[config.mk]
export PLATFORM = sky130hd
export DESIGN_NAME = saturn_decoder_top
export DESIGN_NICKNAME = d
export VERILOG_FILES = /design/src/design/saturn_pkg.sv /design/src/design/saturn_nibble_if.sv /design/src/design/saturn_nibble_fetch.sv /design/src/design/saturn_field_table.sv /design/src/design/saturn_inst_decoder.sv /design/src/design/saturn_decoded_queue.sv /design/src/design/saturn_decoder_top.sv
export VERILOG_INCLUDE_DIRS = /design/src /design/src/design
export SDC_FILE = /design/constraint.sdc
export NUM_CORES = 1
export LEC_CHECK = 0
export BUFFER_PORTS_ARGS = -buffer_cell sky130_fd_sc_hd__buf_4
export CAP_MARGIN = 40
export CORE_MARGIN = 10
export CORE_UTILIZATION = 55
export CTS_BUF_LIST = sky130_fd_sc_hd__clkbuf_4 sky130_fd_sc_hd__clkbuf_8
export CTS_CLUSTER_SIZE = 20
export DETAILED_ROUTE_END_ITERATION = 6
export PLACE_DENSITY = 0.79
export SLEW_MARGIN = 20
export SYNTH_ARGS = -nofsm -noshare
export SYNTH_HDL_FRONTEND = slang
export SYNTH_SLANG_ARGS = --single-unit
[constraint.sdc]
create_clock -name i_clk -period 8.1 [get_ports i_clk]
set_input_delay 1.62 -clock i_clk [delete_from_list [all_inputs] [get_ports i_clk]]
set_output_delay 1.62 -clock i_clk [all_outputs]
set_load 0.03 [all_outputs]
[src/design/saturn_cfg.svh]
//*********************************************************************
// build constants for the nibble-serial decoder.
// addresses count nibbles, not bytes, and wrap at 2^SAT_ADDR_W.
// SAT_OPERAND_NIBBLES must hold the longest LC operand (16 nibbles).
//*********************************************************************
`ifndef SATURN_CFG_SVH
`define SATURN_CFG_SVH

`define SAT_ADDR_W          20      // nibble address width.
`define SAT_NIBBLE_W        4
`define SAT_OPERAND_NIBBLES 16      // LC 15 carries 16 nibbles.
`define SAT_QUEUE_DEPTH     2       // records held at the output.
`define SAT_RESET_PC        20'h00000

`endif

[src/design/saturn_pkg.sv]
//*********************************************************************
// types shared by the decoder RTL and its testbench.
// enum literals carry a group prefix since several groups share names.
//*********************************************************************
`default_nettype none

`include "saturn_cfg.svh"

package saturn_pkg;

    typedef enum logic [2:0] {
        ITYPE_ALU, ITYPE_LOAD, ITYPE_JUMP, ITYPE_RTN, ITYPE_SET_MODE
    } instr_type_e;

    typedef enum logic [2:0] {
        ALU_OP_NOP, ALU_OP_COPY, ALU_OP_SET_CRY, ALU_OP_CLR_MASK, ALU_OP_ZERO
    } alu_op_e;

    // A..D first so that the low bits of the A-group op nibble select them.
    typedef enum logic [3:0] {
        ALU_REG_A, ALU_REG_B, ALU_REG_C, ALU_REG_D, ALU_REG_P,
        ALU_REG_ST, ALU_REG_HST, ALU_REG_IMM, ALU_REG_NONE = 4'hF
    } alu_reg_e;

    // values 0..7 equal the 3-bit field code of the A/B group.
    typedef enum logic [3:0] {
        FIELD_P, FIELD_WP, FIELD_XS, FIELD_X, FIELD_S, FIELD_M, FIELD_B, FIELD_W,
        FIELD_NONE = 4'hF
    } field_e;

    typedef struct packed {
        logic [`SAT_ADDR_W-1:0]                        pc;
        instr_type_e                                   itype;
        alu_op_e                                       opcode;
        alu_reg_e                                      dest;
        alu_reg_e                                      src;
        field_e                                        field;
        logic [3:0]                                    ptr_begin;
        logic [3:0]                                    ptr_end;
        logic [3:0]                                    imm;
        logic                                          push_pc;
        logic [`SAT_OPERAND_NIBBLES*`SAT_NIBBLE_W-1:0] operand;   // first nibble lowest.
        logic [4:0]                                    operand_len;
    } decoded_instr_t;

endpackage

`default_nettype wire

[src/design/saturn_nibble_if.sv]
//*********************************************************************
// nibble stream from fetch to decoder.
// a nibble moves on an edge with valid and ready high; nibble and
// addr hold while valid waits for ready.
//*********************************************************************
`timescale 1ns/1ns
`default_nettype none

`include "saturn_cfg.svh"

interface saturn_nibble_if;
    logic                     valid;
    logic                     ready;
    logic [`SAT_NIBBLE_W-1:0] nibble;
    logic [`SAT_ADDR_W-1:0]   addr;     // address of this nibble.

    modport fetch  (output valid, nibble, addr, input ready);
    modport decode (input valid, nibble, addr, output ready);
endinterface

`default_nettype wire

[src/design/saturn_nibble_fetch.sv]
//*********************************************************************
// Wishbone classic reader, one bus cycle per nibble.
// fetch is strictly sequential from SAT_RESET_PC; jumps are not taken.
// a new cycle starts only once the held nibble is taken.
//*********************************************************************
`timescale 1ns/1ns
`default_nettype none

`include "saturn_cfg.svh"

module saturn_nibble_fetch (
    input  wire logic                     i_clk,
    input  wire logic                     i_reset,
    output      logic                     o_wb_cyc,
    output      logic                     o_wb_stb,
    output      logic [`SAT_ADDR_W-1:0]   o_wb_adr,
    input  wire logic [`SAT_NIBBLE_W-1:0] i_wb_dat,
    input  wire logic                     i_wb_ack,
    saturn_nibble_if.fetch                nib
);

    logic [`SAT_ADDR_W-1:0] pc_q;

    always_ff @(posedge i_clk) begin
        if (i_reset) begin
            o_wb_cyc  <= 1'b0;
            nib.valid <= 1'b0;
            pc_q      <= `SAT_RESET_PC;
        end else if (o_wb_cyc) begin
            if (i_wb_ack) begin
                o_wb_cyc  <= 1'b0;      // cycle ends on ack.
                nib.valid <= 1'b1;
            end
        end else if (!nib.valid) begin
            o_wb_cyc <= 1'b1;           // first read after reset.
        end else if (nib.ready) begin
            nib.valid <= 1'b0;
            pc_q      <= pc_q + 1'b1;   // wraps at 2^20.
            o_wb_cyc  <= 1'b1;
        end
    end

    // holding register, loaded when the slave answers.
    always_ff @(posedge i_clk) begin
        if (o_wb_cyc && i_wb_ack)
            nib.nibble <= i_wb_dat;
    end

    assign o_wb_stb = o_wb_cyc;
    assign o_wb_adr = pc_q;
    assign nib.addr = pc_q;             // pc only moves once the nibble is taken.

endmodule

`default_nettype wire

[src/design/saturn_field_table.sv]
//*********************************************************************
// A/B group field table; purely combinational.
// field P and WP follow the consumer's P register as given.
//*********************************************************************
`timescale 1ns/1ns
`default_nettype none

module saturn_field_table
    import saturn_pkg::*;
(
    input  wire logic [2:0] i_code,
    input  wire logic [3:0] i_reg_p,
    output      field_e     o_field,
    output      logic [3:0] o_ptr_begin,
    output      logic [3:0] o_ptr_end
);

    always_comb begin
        o_field = field_e'({1'b0, i_code});
        case (i_code)
            3'd0:    begin o_ptr_begin = i_reg_p; o_ptr_end = i_reg_p; end   // P.
            3'd1:    begin o_ptr_begin = 4'h0;    o_ptr_end = i_reg_p; end   // WP.
            3'd2:    begin o_ptr_begin = 4'h2;    o_ptr_end = 4'h2;    end   // XS.
            3'd3:    begin o_ptr_begin = 4'h0;    o_ptr_end = 4'h2;    end   // X.
            3'd4:    begin o_ptr_begin = 4'hF;    o_ptr_end = 4'hF;    end   // S.
            3'd5:    begin o_ptr_begin = 4'h3;    o_ptr_end = 4'hE;    end   // mantissa.
            3'd6:    begin o_ptr_begin = 4'h0;    o_ptr_end = 4'h1;    end   // B.
            default: begin o_ptr_begin = 4'h0;    o_ptr_end = 4'hF;    end   // W.
        endcase
    end

endmodule

`default_nettype wire

[src/design/saturn_inst_decoder.sv]
//*********************************************************************
// prefix-tree decoder, one nibble per clock.
// a record is pushed with the last nibble of its instruction; while
// the queue is full that nibble is refused.
// an unknown opcode stops decoding until reset.
//*********************************************************************
`timescale 1ns/1ns
`default_nettype none

`include "saturn_cfg.svh"

module saturn_inst_decoder
    import saturn_pkg::*;
(
    input  wire logic           i_clk,
    input  wire logic           i_reset,
    input  wire logic [3:0]     i_reg_p,
    saturn_nibble_if.decode     nib,
    output      logic           o_push,
    output      decoded_instr_t o_record,
    input  wire logic           i_full,
    output      logic           o_decoder_error
);

    typedef enum logic [3:0] {
        ST_START, ST_0X, ST_2X, ST_3X, ST_8X, ST_82X, ST_84X,
        ST_A_FIELD, ST_A_OP, ST_OPERAND, ST_ERROR
    } state_e;

    state_e         state_q, state_next;
    decoded_instr_t rec_q;
    logic [3:0]     cnt_q, cnt_next;    // operand nibbles gathered so far.
    logic           done, illegal, take;
    field_e         ft_field;
    logic [3:0]     ft_begin, ft_end;
    logic [3:0]     n;

    assign n = nib.nibble;

    saturn_field_table field_table_i (
        .i_code      (n[2:0]),
        .i_reg_p     (i_reg_p),
        .o_field     (ft_field),
        .o_ptr_begin (ft_begin),
        .o_ptr_end   (ft_end)
    );

    always_comb begin
        o_record   = rec_q;
        state_next = state_q;
        cnt_next   = cnt_q;
        done       = 1'b0;
        illegal    = 1'b0;
        case (state_q)
            ST_START: begin
                o_record = '{pc: nib.addr, itype: ITYPE_ALU, opcode: ALU_OP_NOP,
                             dest: ALU_REG_NONE, src: ALU_REG_NONE, field: FIELD_NONE,
                             default: '0};
                cnt_next = 4'd0;
                case (n)
                    4'h0: state_next = ST_0X;
                    4'h2: state_next = ST_2X;
                    4'h3: state_next = ST_3X;
                    4'h6: begin                             // short GOTO.
                        o_record.itype       = ITYPE_JUMP;
                        o_record.operand_len = 5'd3;
                        state_next           = ST_OPERAND;
                    end
                    4'h8: state_next = ST_8X;
                    4'hA: state_next = ST_A_FIELD;
                    default: illegal = 1'b1;
                endcase
            end
            ST_0X: begin
                done = 1'b1;
                if (n == 4'h2 || n == 4'h3) begin            // RTNSC / RTNCC.
                    o_record.itype  = ITYPE_RTN;
                    o_record.opcode = ALU_OP_SET_CRY;
                    o_record.imm    = {3'b000, ~n[0]};
                end else if (n == 4'h4 || n == 4'h5) begin   // SETHEX / SETDEC.
                    o_record.itype = ITYPE_SET_MODE;
                    o_record.imm   = {3'b000, n[0]};
                end else begin
                    done    = 1'b0;
                    illegal = 1'b1;
                end
            end
            ST_2X: begin                                    // P= n.
                o_record.opcode = ALU_OP_COPY;
                o_record.dest   = ALU_REG_P;
                o_record.src    = ALU_REG_IMM;
                o_record.imm    = n;
                done            = 1'b1;
            end
            ST_3X: begin                                    // LC, n+1 nibbles follow.
                o_record.itype       = ITYPE_LOAD;
                o_record.dest        = ALU_REG_C;
                o_record.ptr_begin   = i_reg_p;
                o_record.ptr_end     = i_reg_p + n;
                o_record.operand_len = {1'b0, n} + 5'd1;
                state_next           = ST_OPERAND;
            end
            ST_8X: begin
                case (n)
                    4'h2: state_next = ST_82X;
                    4'h4, 4'h5: begin                       // ST=0 / ST=1.
                        o_record.opcode = ALU_OP_COPY;
                        o_record.dest   = ALU_REG_ST;
                        o_record.src    = ALU_REG_IMM;
                        o_record.imm    = {3'b000, n[0]};
                        state_next      = ST_84X;
                    end
                    4'hD, 4'hF: begin                       // GOVLNG / GOSBVL.
                        o_record.itype       = ITYPE_JUMP;
                        o_record.push_pc     = n[1];
                        o_record.operand_len = 5'd5;
                        state_next           = ST_OPERAND;
                    end
                    default: illegal = 1'b1;
                endcase
            end
            ST_82X: begin                                   // clear HST bits.
                o_record.opcode = ALU_OP_CLR_MASK;
                o_record.dest   = ALU_REG_HST;
                o_record.src    = ALU_REG_IMM;
                o_record.imm    = n;
                done            = 1'b1;
            end
            ST_84X: begin
                o_record.ptr_begin = n;                     // status bit number.
                o_record.ptr_end   = n;
                done               = 1'b1;
            end
            ST_A_FIELD: begin
                o_record.field     = ft_field;
                o_record.ptr_begin = ft_begin;
                o_record.ptr_end   = ft_end;
                illegal            = n[3];                  // Aa group not kept.
                state_next         = ST_A_OP;
            end
            ST_A_OP: begin
                o_record.opcode = ALU_OP_ZERO;
                o_record.dest   = alu_reg_e'({2'b00, n[1:0]});
                done            = (n[3:2] == 2'b10);
                illegal         = !done;
            end
            ST_OPERAND: begin
                o_record.operand[cnt_q*`SAT_NIBBLE_W +: `SAT_NIBBLE_W] = n;
                cnt_next = cnt_q + 4'd1;
                done     = ({1'b0, cnt_q} + 5'd1 == rec_q.operand_len);
            end
            default: ;                                      // ST_ERROR holds.
        endcase
        if (done)
            state_next = ST_START;
        if (illegal)
            state_next = ST_ERROR;
    end

    assign nib.ready       = (state_q != ST_ERROR) && !(done && i_full);
    assign take            = nib.valid && nib.ready;
    assign o_push          = take && done;
    assign o_decoder_error = (state_q == ST_ERROR);  // sticky until reset.

    always_ff @(posedge i_clk) begin
        if (i_reset) begin
            state_q <= ST_START;
            cnt_q   <= 4'd0;
        end else if (take) begin
            state_q <= state_next;
            cnt_q   <= cnt_next;
        end
    end

    always_ff @(posedge i_clk) begin
        if (take)
            rec_q <= o_record;
    end

endmodule

`default_nettype wire

[src/design/saturn_decoded_queue.sv]
//*********************************************************************
// record FIFO of SAT_QUEUE_DEPTH entries with valid/ready output.
// the writer must not push while o_full is high.
//*********************************************************************
`timescale 1ns/1ns
`default_nettype none

`include "saturn_cfg.svh"

module saturn_decoded_queue
    import saturn_pkg::*;
(
    input  wire logic           i_clk,
    input  wire logic           i_reset,
    input  wire logic           i_push,
    input  wire decoded_instr_t i_record,
    output      logic           o_full,
    output      logic           o_valid,
    input  wire logic           i_ready,
    output      decoded_instr_t o_record
);

    localparam int DEPTH = `SAT_QUEUE_DEPTH;
    localparam int PTR_W = (DEPTH > 1) ? $clog2(DEPTH) : 1;

    decoded_instr_t           mem [DEPTH];
    logic [PTR_W-1:0]         wr_ptr, rd_ptr;
    logic [$clog2(DEPTH+1)-1:0] count;
    logic                     wr_en, rd_en;

    assign o_full   = (count == DEPTH);
    assign o_valid  = (count != 0);
    assign o_record = mem[rd_ptr];      // head stays put until taken.
    assign wr_en    = i_push && !o_full;
    assign rd_en    = o_valid && i_ready;

    always_ff @(posedge i_clk) begin
        if (i_reset) begin
            wr_ptr <= '0;
            rd_ptr <= '0;
            count  <= '0;
        end else begin
            if (wr_en)
                wr_ptr <= (wr_ptr == PTR_W'(DEPTH-1)) ? '0 : wr_ptr + 1'b1;
            if (rd_en)
                rd_ptr <= (rd_ptr == PTR_W'(DEPTH-1)) ? '0 : rd_ptr + 1'b1;
            if (wr_en && !rd_en)
                count <= count + 1'b1;
            else if (rd_en && !wr_en)
                count <= count - 1'b1;
        end
    end

    always_ff @(posedge i_clk) begin
        if (wr_en)
            mem[wr_ptr] <= i_record;
    end

endmodule

`default_nettype wire

[src/design/saturn_decoder_top.sv]
//*********************************************************************
// decoder top: Wishbone fetch, decoder and record queue.
// jumps are reported, not followed; the consumer redirects fetch.
// i_reg_p must hold the consumer's current P register.
//*********************************************************************
`timescale 1ns/1ns
`default_nettype none

`include "saturn_cfg.svh"

module saturn_decoder_top
    import saturn_pkg::*;
(
    input  wire logic                                          i_clk,
    input  wire logic                                          i_reset,
    output      logic                                          o_wb_cyc,
    output      logic                                          o_wb_stb,
    output      logic [`SAT_ADDR_W-1:0]                        o_wb_adr,
    input  wire logic [`SAT_NIBBLE_W-1:0]                      i_wb_dat,
    input  wire logic                                          i_wb_ack,
    input  wire logic [3:0]                                    i_reg_p,
    output      logic [`SAT_ADDR_W-1:0]                        o_instr_pc,
    output      instr_type_e                                   o_instr_type,
    output      alu_op_e                                       o_alu_opcode,
    output      alu_reg_e                                      o_alu_reg_dest,
    output      alu_reg_e                                      o_alu_reg_src,
    output      field_e                                        o_alu_field,
    output      logic [3:0]                                    o_alu_ptr_begin,
    output      logic [3:0]                                    o_alu_ptr_end,
    output      logic [3:0]                                    o_alu_imm,
    output      logic                                          o_push_pc,
    output      logic [`SAT_OPERAND_NIBBLES*`SAT_NIBBLE_W-1:0] o_operand,
    output      logic [4:0]                                    o_operand_len,
    output      logic                                          o_valid,
    input  wire logic                                          i_ready,
    output      logic                                          o_decoder_error
);

    saturn_nibble_if nib_if ();

    logic           push, full;
    decoded_instr_t dec_record, head;

    saturn_nibble_fetch fetch_i (
        .i_clk, .i_reset, .o_wb_cyc, .o_wb_stb, .o_wb_adr, .i_wb_dat, .i_wb_ack,
        .nib (nib_if.fetch)
    );

    saturn_inst_decoder decoder_i (
        .i_clk, .i_reset, .i_reg_p,
        .nib      (nib_if.decode),
        .o_push   (push),
        .o_record (dec_record),
        .i_full   (full),
        .o_decoder_error
    );

    saturn_decoded_queue queue_i (
        .i_clk, .i_reset,
        .i_push   (push),
        .i_record (dec_record),
        .o_full   (full),
        .o_valid, .i_ready,
        .o_record (head)
    );

    // head record out as one port per member.
    assign o_instr_pc      = head.pc;
    assign o_instr_type    = head.itype;
    assign o_alu_opcode    = head.opcode;
    assign o_alu_reg_dest  = head.dest;
    assign o_alu_reg_src   = head.src;
    assign o_alu_field     = head.field;
    assign o_alu_ptr_begin = head.ptr_begin;
    assign o_alu_ptr_end   = head.ptr_end;
    assign o_alu_imm       = head.imm;
    assign o_push_pc       = head.push_pc;
    assign o_operand       = head.operand;
    assign o_operand_len   = head.operand_len;

endmodule

`default_nettype wire

==> flow_metrics.tcl <==
set metrics [dict create \
    cts.clk_slew.worst_paths_ps 70 \
    syn_avg_cell_area_um2 14.0 \
    ys_ff_latch 399 \
    min_period_ps 4410 \
    cts-htree-levels 2 \
    synth-edff-count 364 \
    die_y_um 196 \
    instances_no_fill 1852 \
    p_comb_share_pct 9.2 \
    hold_buffers 0 \
    p_total_mw 4.34 \
    synth_top_area_cell "edfxtp_1" \
    num-nets-final 1431 \
    post_cts_resized 0 \
    irDropWorstVdd_mv 0.138 \
    cap_violations 0 \
    area.sequential_mm2 0.0116 \
    syn-num-nets 1251 \
    seq_area_frac_synth_pct 67.9 \
    rrSetupSlack_ps 3780 \
    fmax_mhz 227 \
    synth_flop_cell "edfxtp_1" \
    gp_congestion 0.906 \
    hold_violations 0 \
    cp.arrival_ps 2790 \
    overflow 0 \
    power_switching_mw 1.04 \
    final_cell_mix "edfxtp_1 (364), nand2_1 (170), buf_4 (166), mux2_2 (121), clkbuf_8 (61)" \
    syn_to_final_growth_pct 16.9 \
    grt_start_max_net_pins 63 \
    io_pins 156 \
    io_buffers 155 \
    drive_gt1_share_pct 28.5 \
    dp.cells 1735 \
    clkSinkCount 399 \
    wirelength_um 40200 \
    start_kind "flip-flop" \
    antennaDiodeCount 0 \
    numCtsBuffers 61 \
    coreArea_mm2 0.0307 \
    hp-class "flip-flop to flip-flop" \
    power_leakage_nw 7.06 \
    slew_headroom_pct 44.8 \
    powerDensity_mw_per_mm2 217 \
    cts-root-buf "clkbuf_8" \
    synth_top_cells_by_area "edfxtp_1 (64%), mux2_2 (8.0%), dfxtp_1 (4.1%), nand2_1 (3.7%), o21ai_0 (1.6%)" \
    cts_tree "built" \
    die_w_um 196 \
    place_hpwl_um 26900 \
    cp.required_ps 6480 \
    fill_cells 2231 \
    die_area_mm2 0.0386 \
    end_kind "output pin" \
    yosysUniqueCellTypes 80 \
    track_usage_pct 20.1 \
    drt-wirelength-per-cell_um 21.7 \
    pwr-share-seq_pct 52.5 \
    switching_share_pct 23.9 \
    firstDrtPassIters 5 \
    start_util_pct 55.9 \
    setup_viol 0 \
    finish.utilization_pct 65.3 \
    syn-instance-count 1226 \
    multi_input_area_mm2 0.00518 \
    netlist_area_mm2 0.0171 \
    cp_max_fo 48 \
    grt_pass1_wl_um 62400 \
    drt_iter0_markers 1116 \
    cts.path.max_buffers 3 \
    async_reset_ff_share_pct 0 \
    grt_pass1_vias 11053 \
    tightest_slew_ps 828 \
    clock_latency_ps 630 \
    post_cts_buffers 0 \
    vias 11052 \
    synth.top_cell.area_share_pct 63.8 \
    rsz0062_at_grt "false" \
    std_cell_rows 64 \
    outcome "complete, no violations" \
    ys_warn_count 0 \
    path_class "flip-flop to output pin" \
    slew_viol_final 0 \
    viasPerCell 5.97 \
    fin_crit_sh_pct 54.4 \
    ant_nets 0 \
    drc 0 \
    skew_ps 53.0 \
    tns_ps 0 \
    p_int_mw 3.30 \
    final_common_cell "edfxtp_1" \
    clockPowerShare_pct 38.3 \
    grt_antenna_before_repair 0 \
]
[cell families after synthesis]
| logic type | share of synthesized area (%) |
|---|---|
| AOI/OAI and AO/OA | 8.77 |
| xor gates and xnor gates | 0.767 |
| muxes | 9.06 |
| adders and majority gates | 0.993 |
| buffers and inverters | 1.96 |
| and+or+nand+nor | 10.5 |
| DFF | 67.9 |
[stage by stage]
stage                     hold WS, ps  worst slack (ps)  area [um2]
after floorplan                   466               332       17100
after global placement            487              3810       18600
after detailed placement          498              3790       18700
after CTS                         513              3630       20000
after global routing              531              3470       20000
final                             515              3690       20000
[cell type report]
| type | count | area share (%) |
|---|---|---|
| Sequential cell | 399 | 58.1 |
| Clock buffer | 73 | 4.64 |
| Tap cell | 396 | 2.47 |
| Clock inverter | 40 | 1.46 |
| Timing Repair Buffer | 176 | 7.08 |
| Inverter | 20 | 0.387 |
| Multi-Input combinational cell | 748 | 25.9 |
[critical path, stage by stage, from the launching register on]
cell	delay, ps
dfxtp_4	640
buf_16	290
buf_4	580
mux2_2	420
buf_4	170
[synth_stat cells (4+ instances only)]
library cell,number
mux2_2,121
edfxtp_1,364
nor3b_1,4
a21o_1,7
dfxtp_1,35
buf_2,7
inv_1,19
clkbuf_1,43
a31oi_1,8
nand4_1,7
o31ai_1,10
a22o_1,16
xnor2_1,10
mux2i_1,19
ha_1,12
and2_1,4
nand2_1,171
o32ai_1,7
xor2_1,5
nor3_1,19
or4_1,9
buf_4,4
and3_1,7
o2bb2ai_1,16
a21oi_1,53
nor2b_1,9
o211ai_1,9
nand2b_1,12
o21a_1,7
or3_1,11
o31a_1,4
o21ai_0,54
nor2_1,47
nand3_1,25
o21ai_1,4
[power by group through the flow]
stage	clock [mW]	combinational [mW]	sequential (mW)
2_1_floorplan	0	0.274	2.31
3_5_place_dp	0	0.398	2.32
5_1_grt	1.79	0.425	2.28
4_1_cts	1.69	0.400	2.28
3_3_place_gp	0	0.374	2.33
6_report	1.66	0.400	2.28
[state kept, by name, summed over array words and instances, names as in the netlist, named ones only]
signal	count
queue_i.mem	240
decoder_i.rec_q	120
queue_i.count	2
decoder_i.state_q	4
decoder_i.cnt_q	4
fetch_i.nib.addr	20
fetch_i.o_wb_cyc	1
queue_i.wr_ptr	1
fetch_i.nib.nibble	4
fetch_i.nib.valid	1
queue_i.rd_ptr	1
[metal layers]
layer  wire length, um  track usage [%]  part of all wire [%]
met3              3770             5.36                   9.4
met4               668             5.60                   1.7
met5                 0                0                     0
met1             16500             26.8                    41
met2             19300             31.8                    48
[worst paths after layout]
kind | from | to | cells past startpoint
worst max-delay path | flip-flop | o_operand[63] | 4
worst min register to register | queue_i.rd_ptr$_SDFFE_PP0P_ | queue_i.rd_ptr$_SDFFE_PP0P_ | 2
worst max register to register | fetch_i.nib.nibble[1]$_DFFE_PP_ | decoder_i.rec_q[88]$_DFFE_PN_ | 9
worst min-delay path | queue_i.rd_ptr$_SDFFE_PP0P_ | queue_i.rd_ptr$_SDFFE_PP0P_ | 2
No activity file was read; power rests on OpenSTA's default activity.
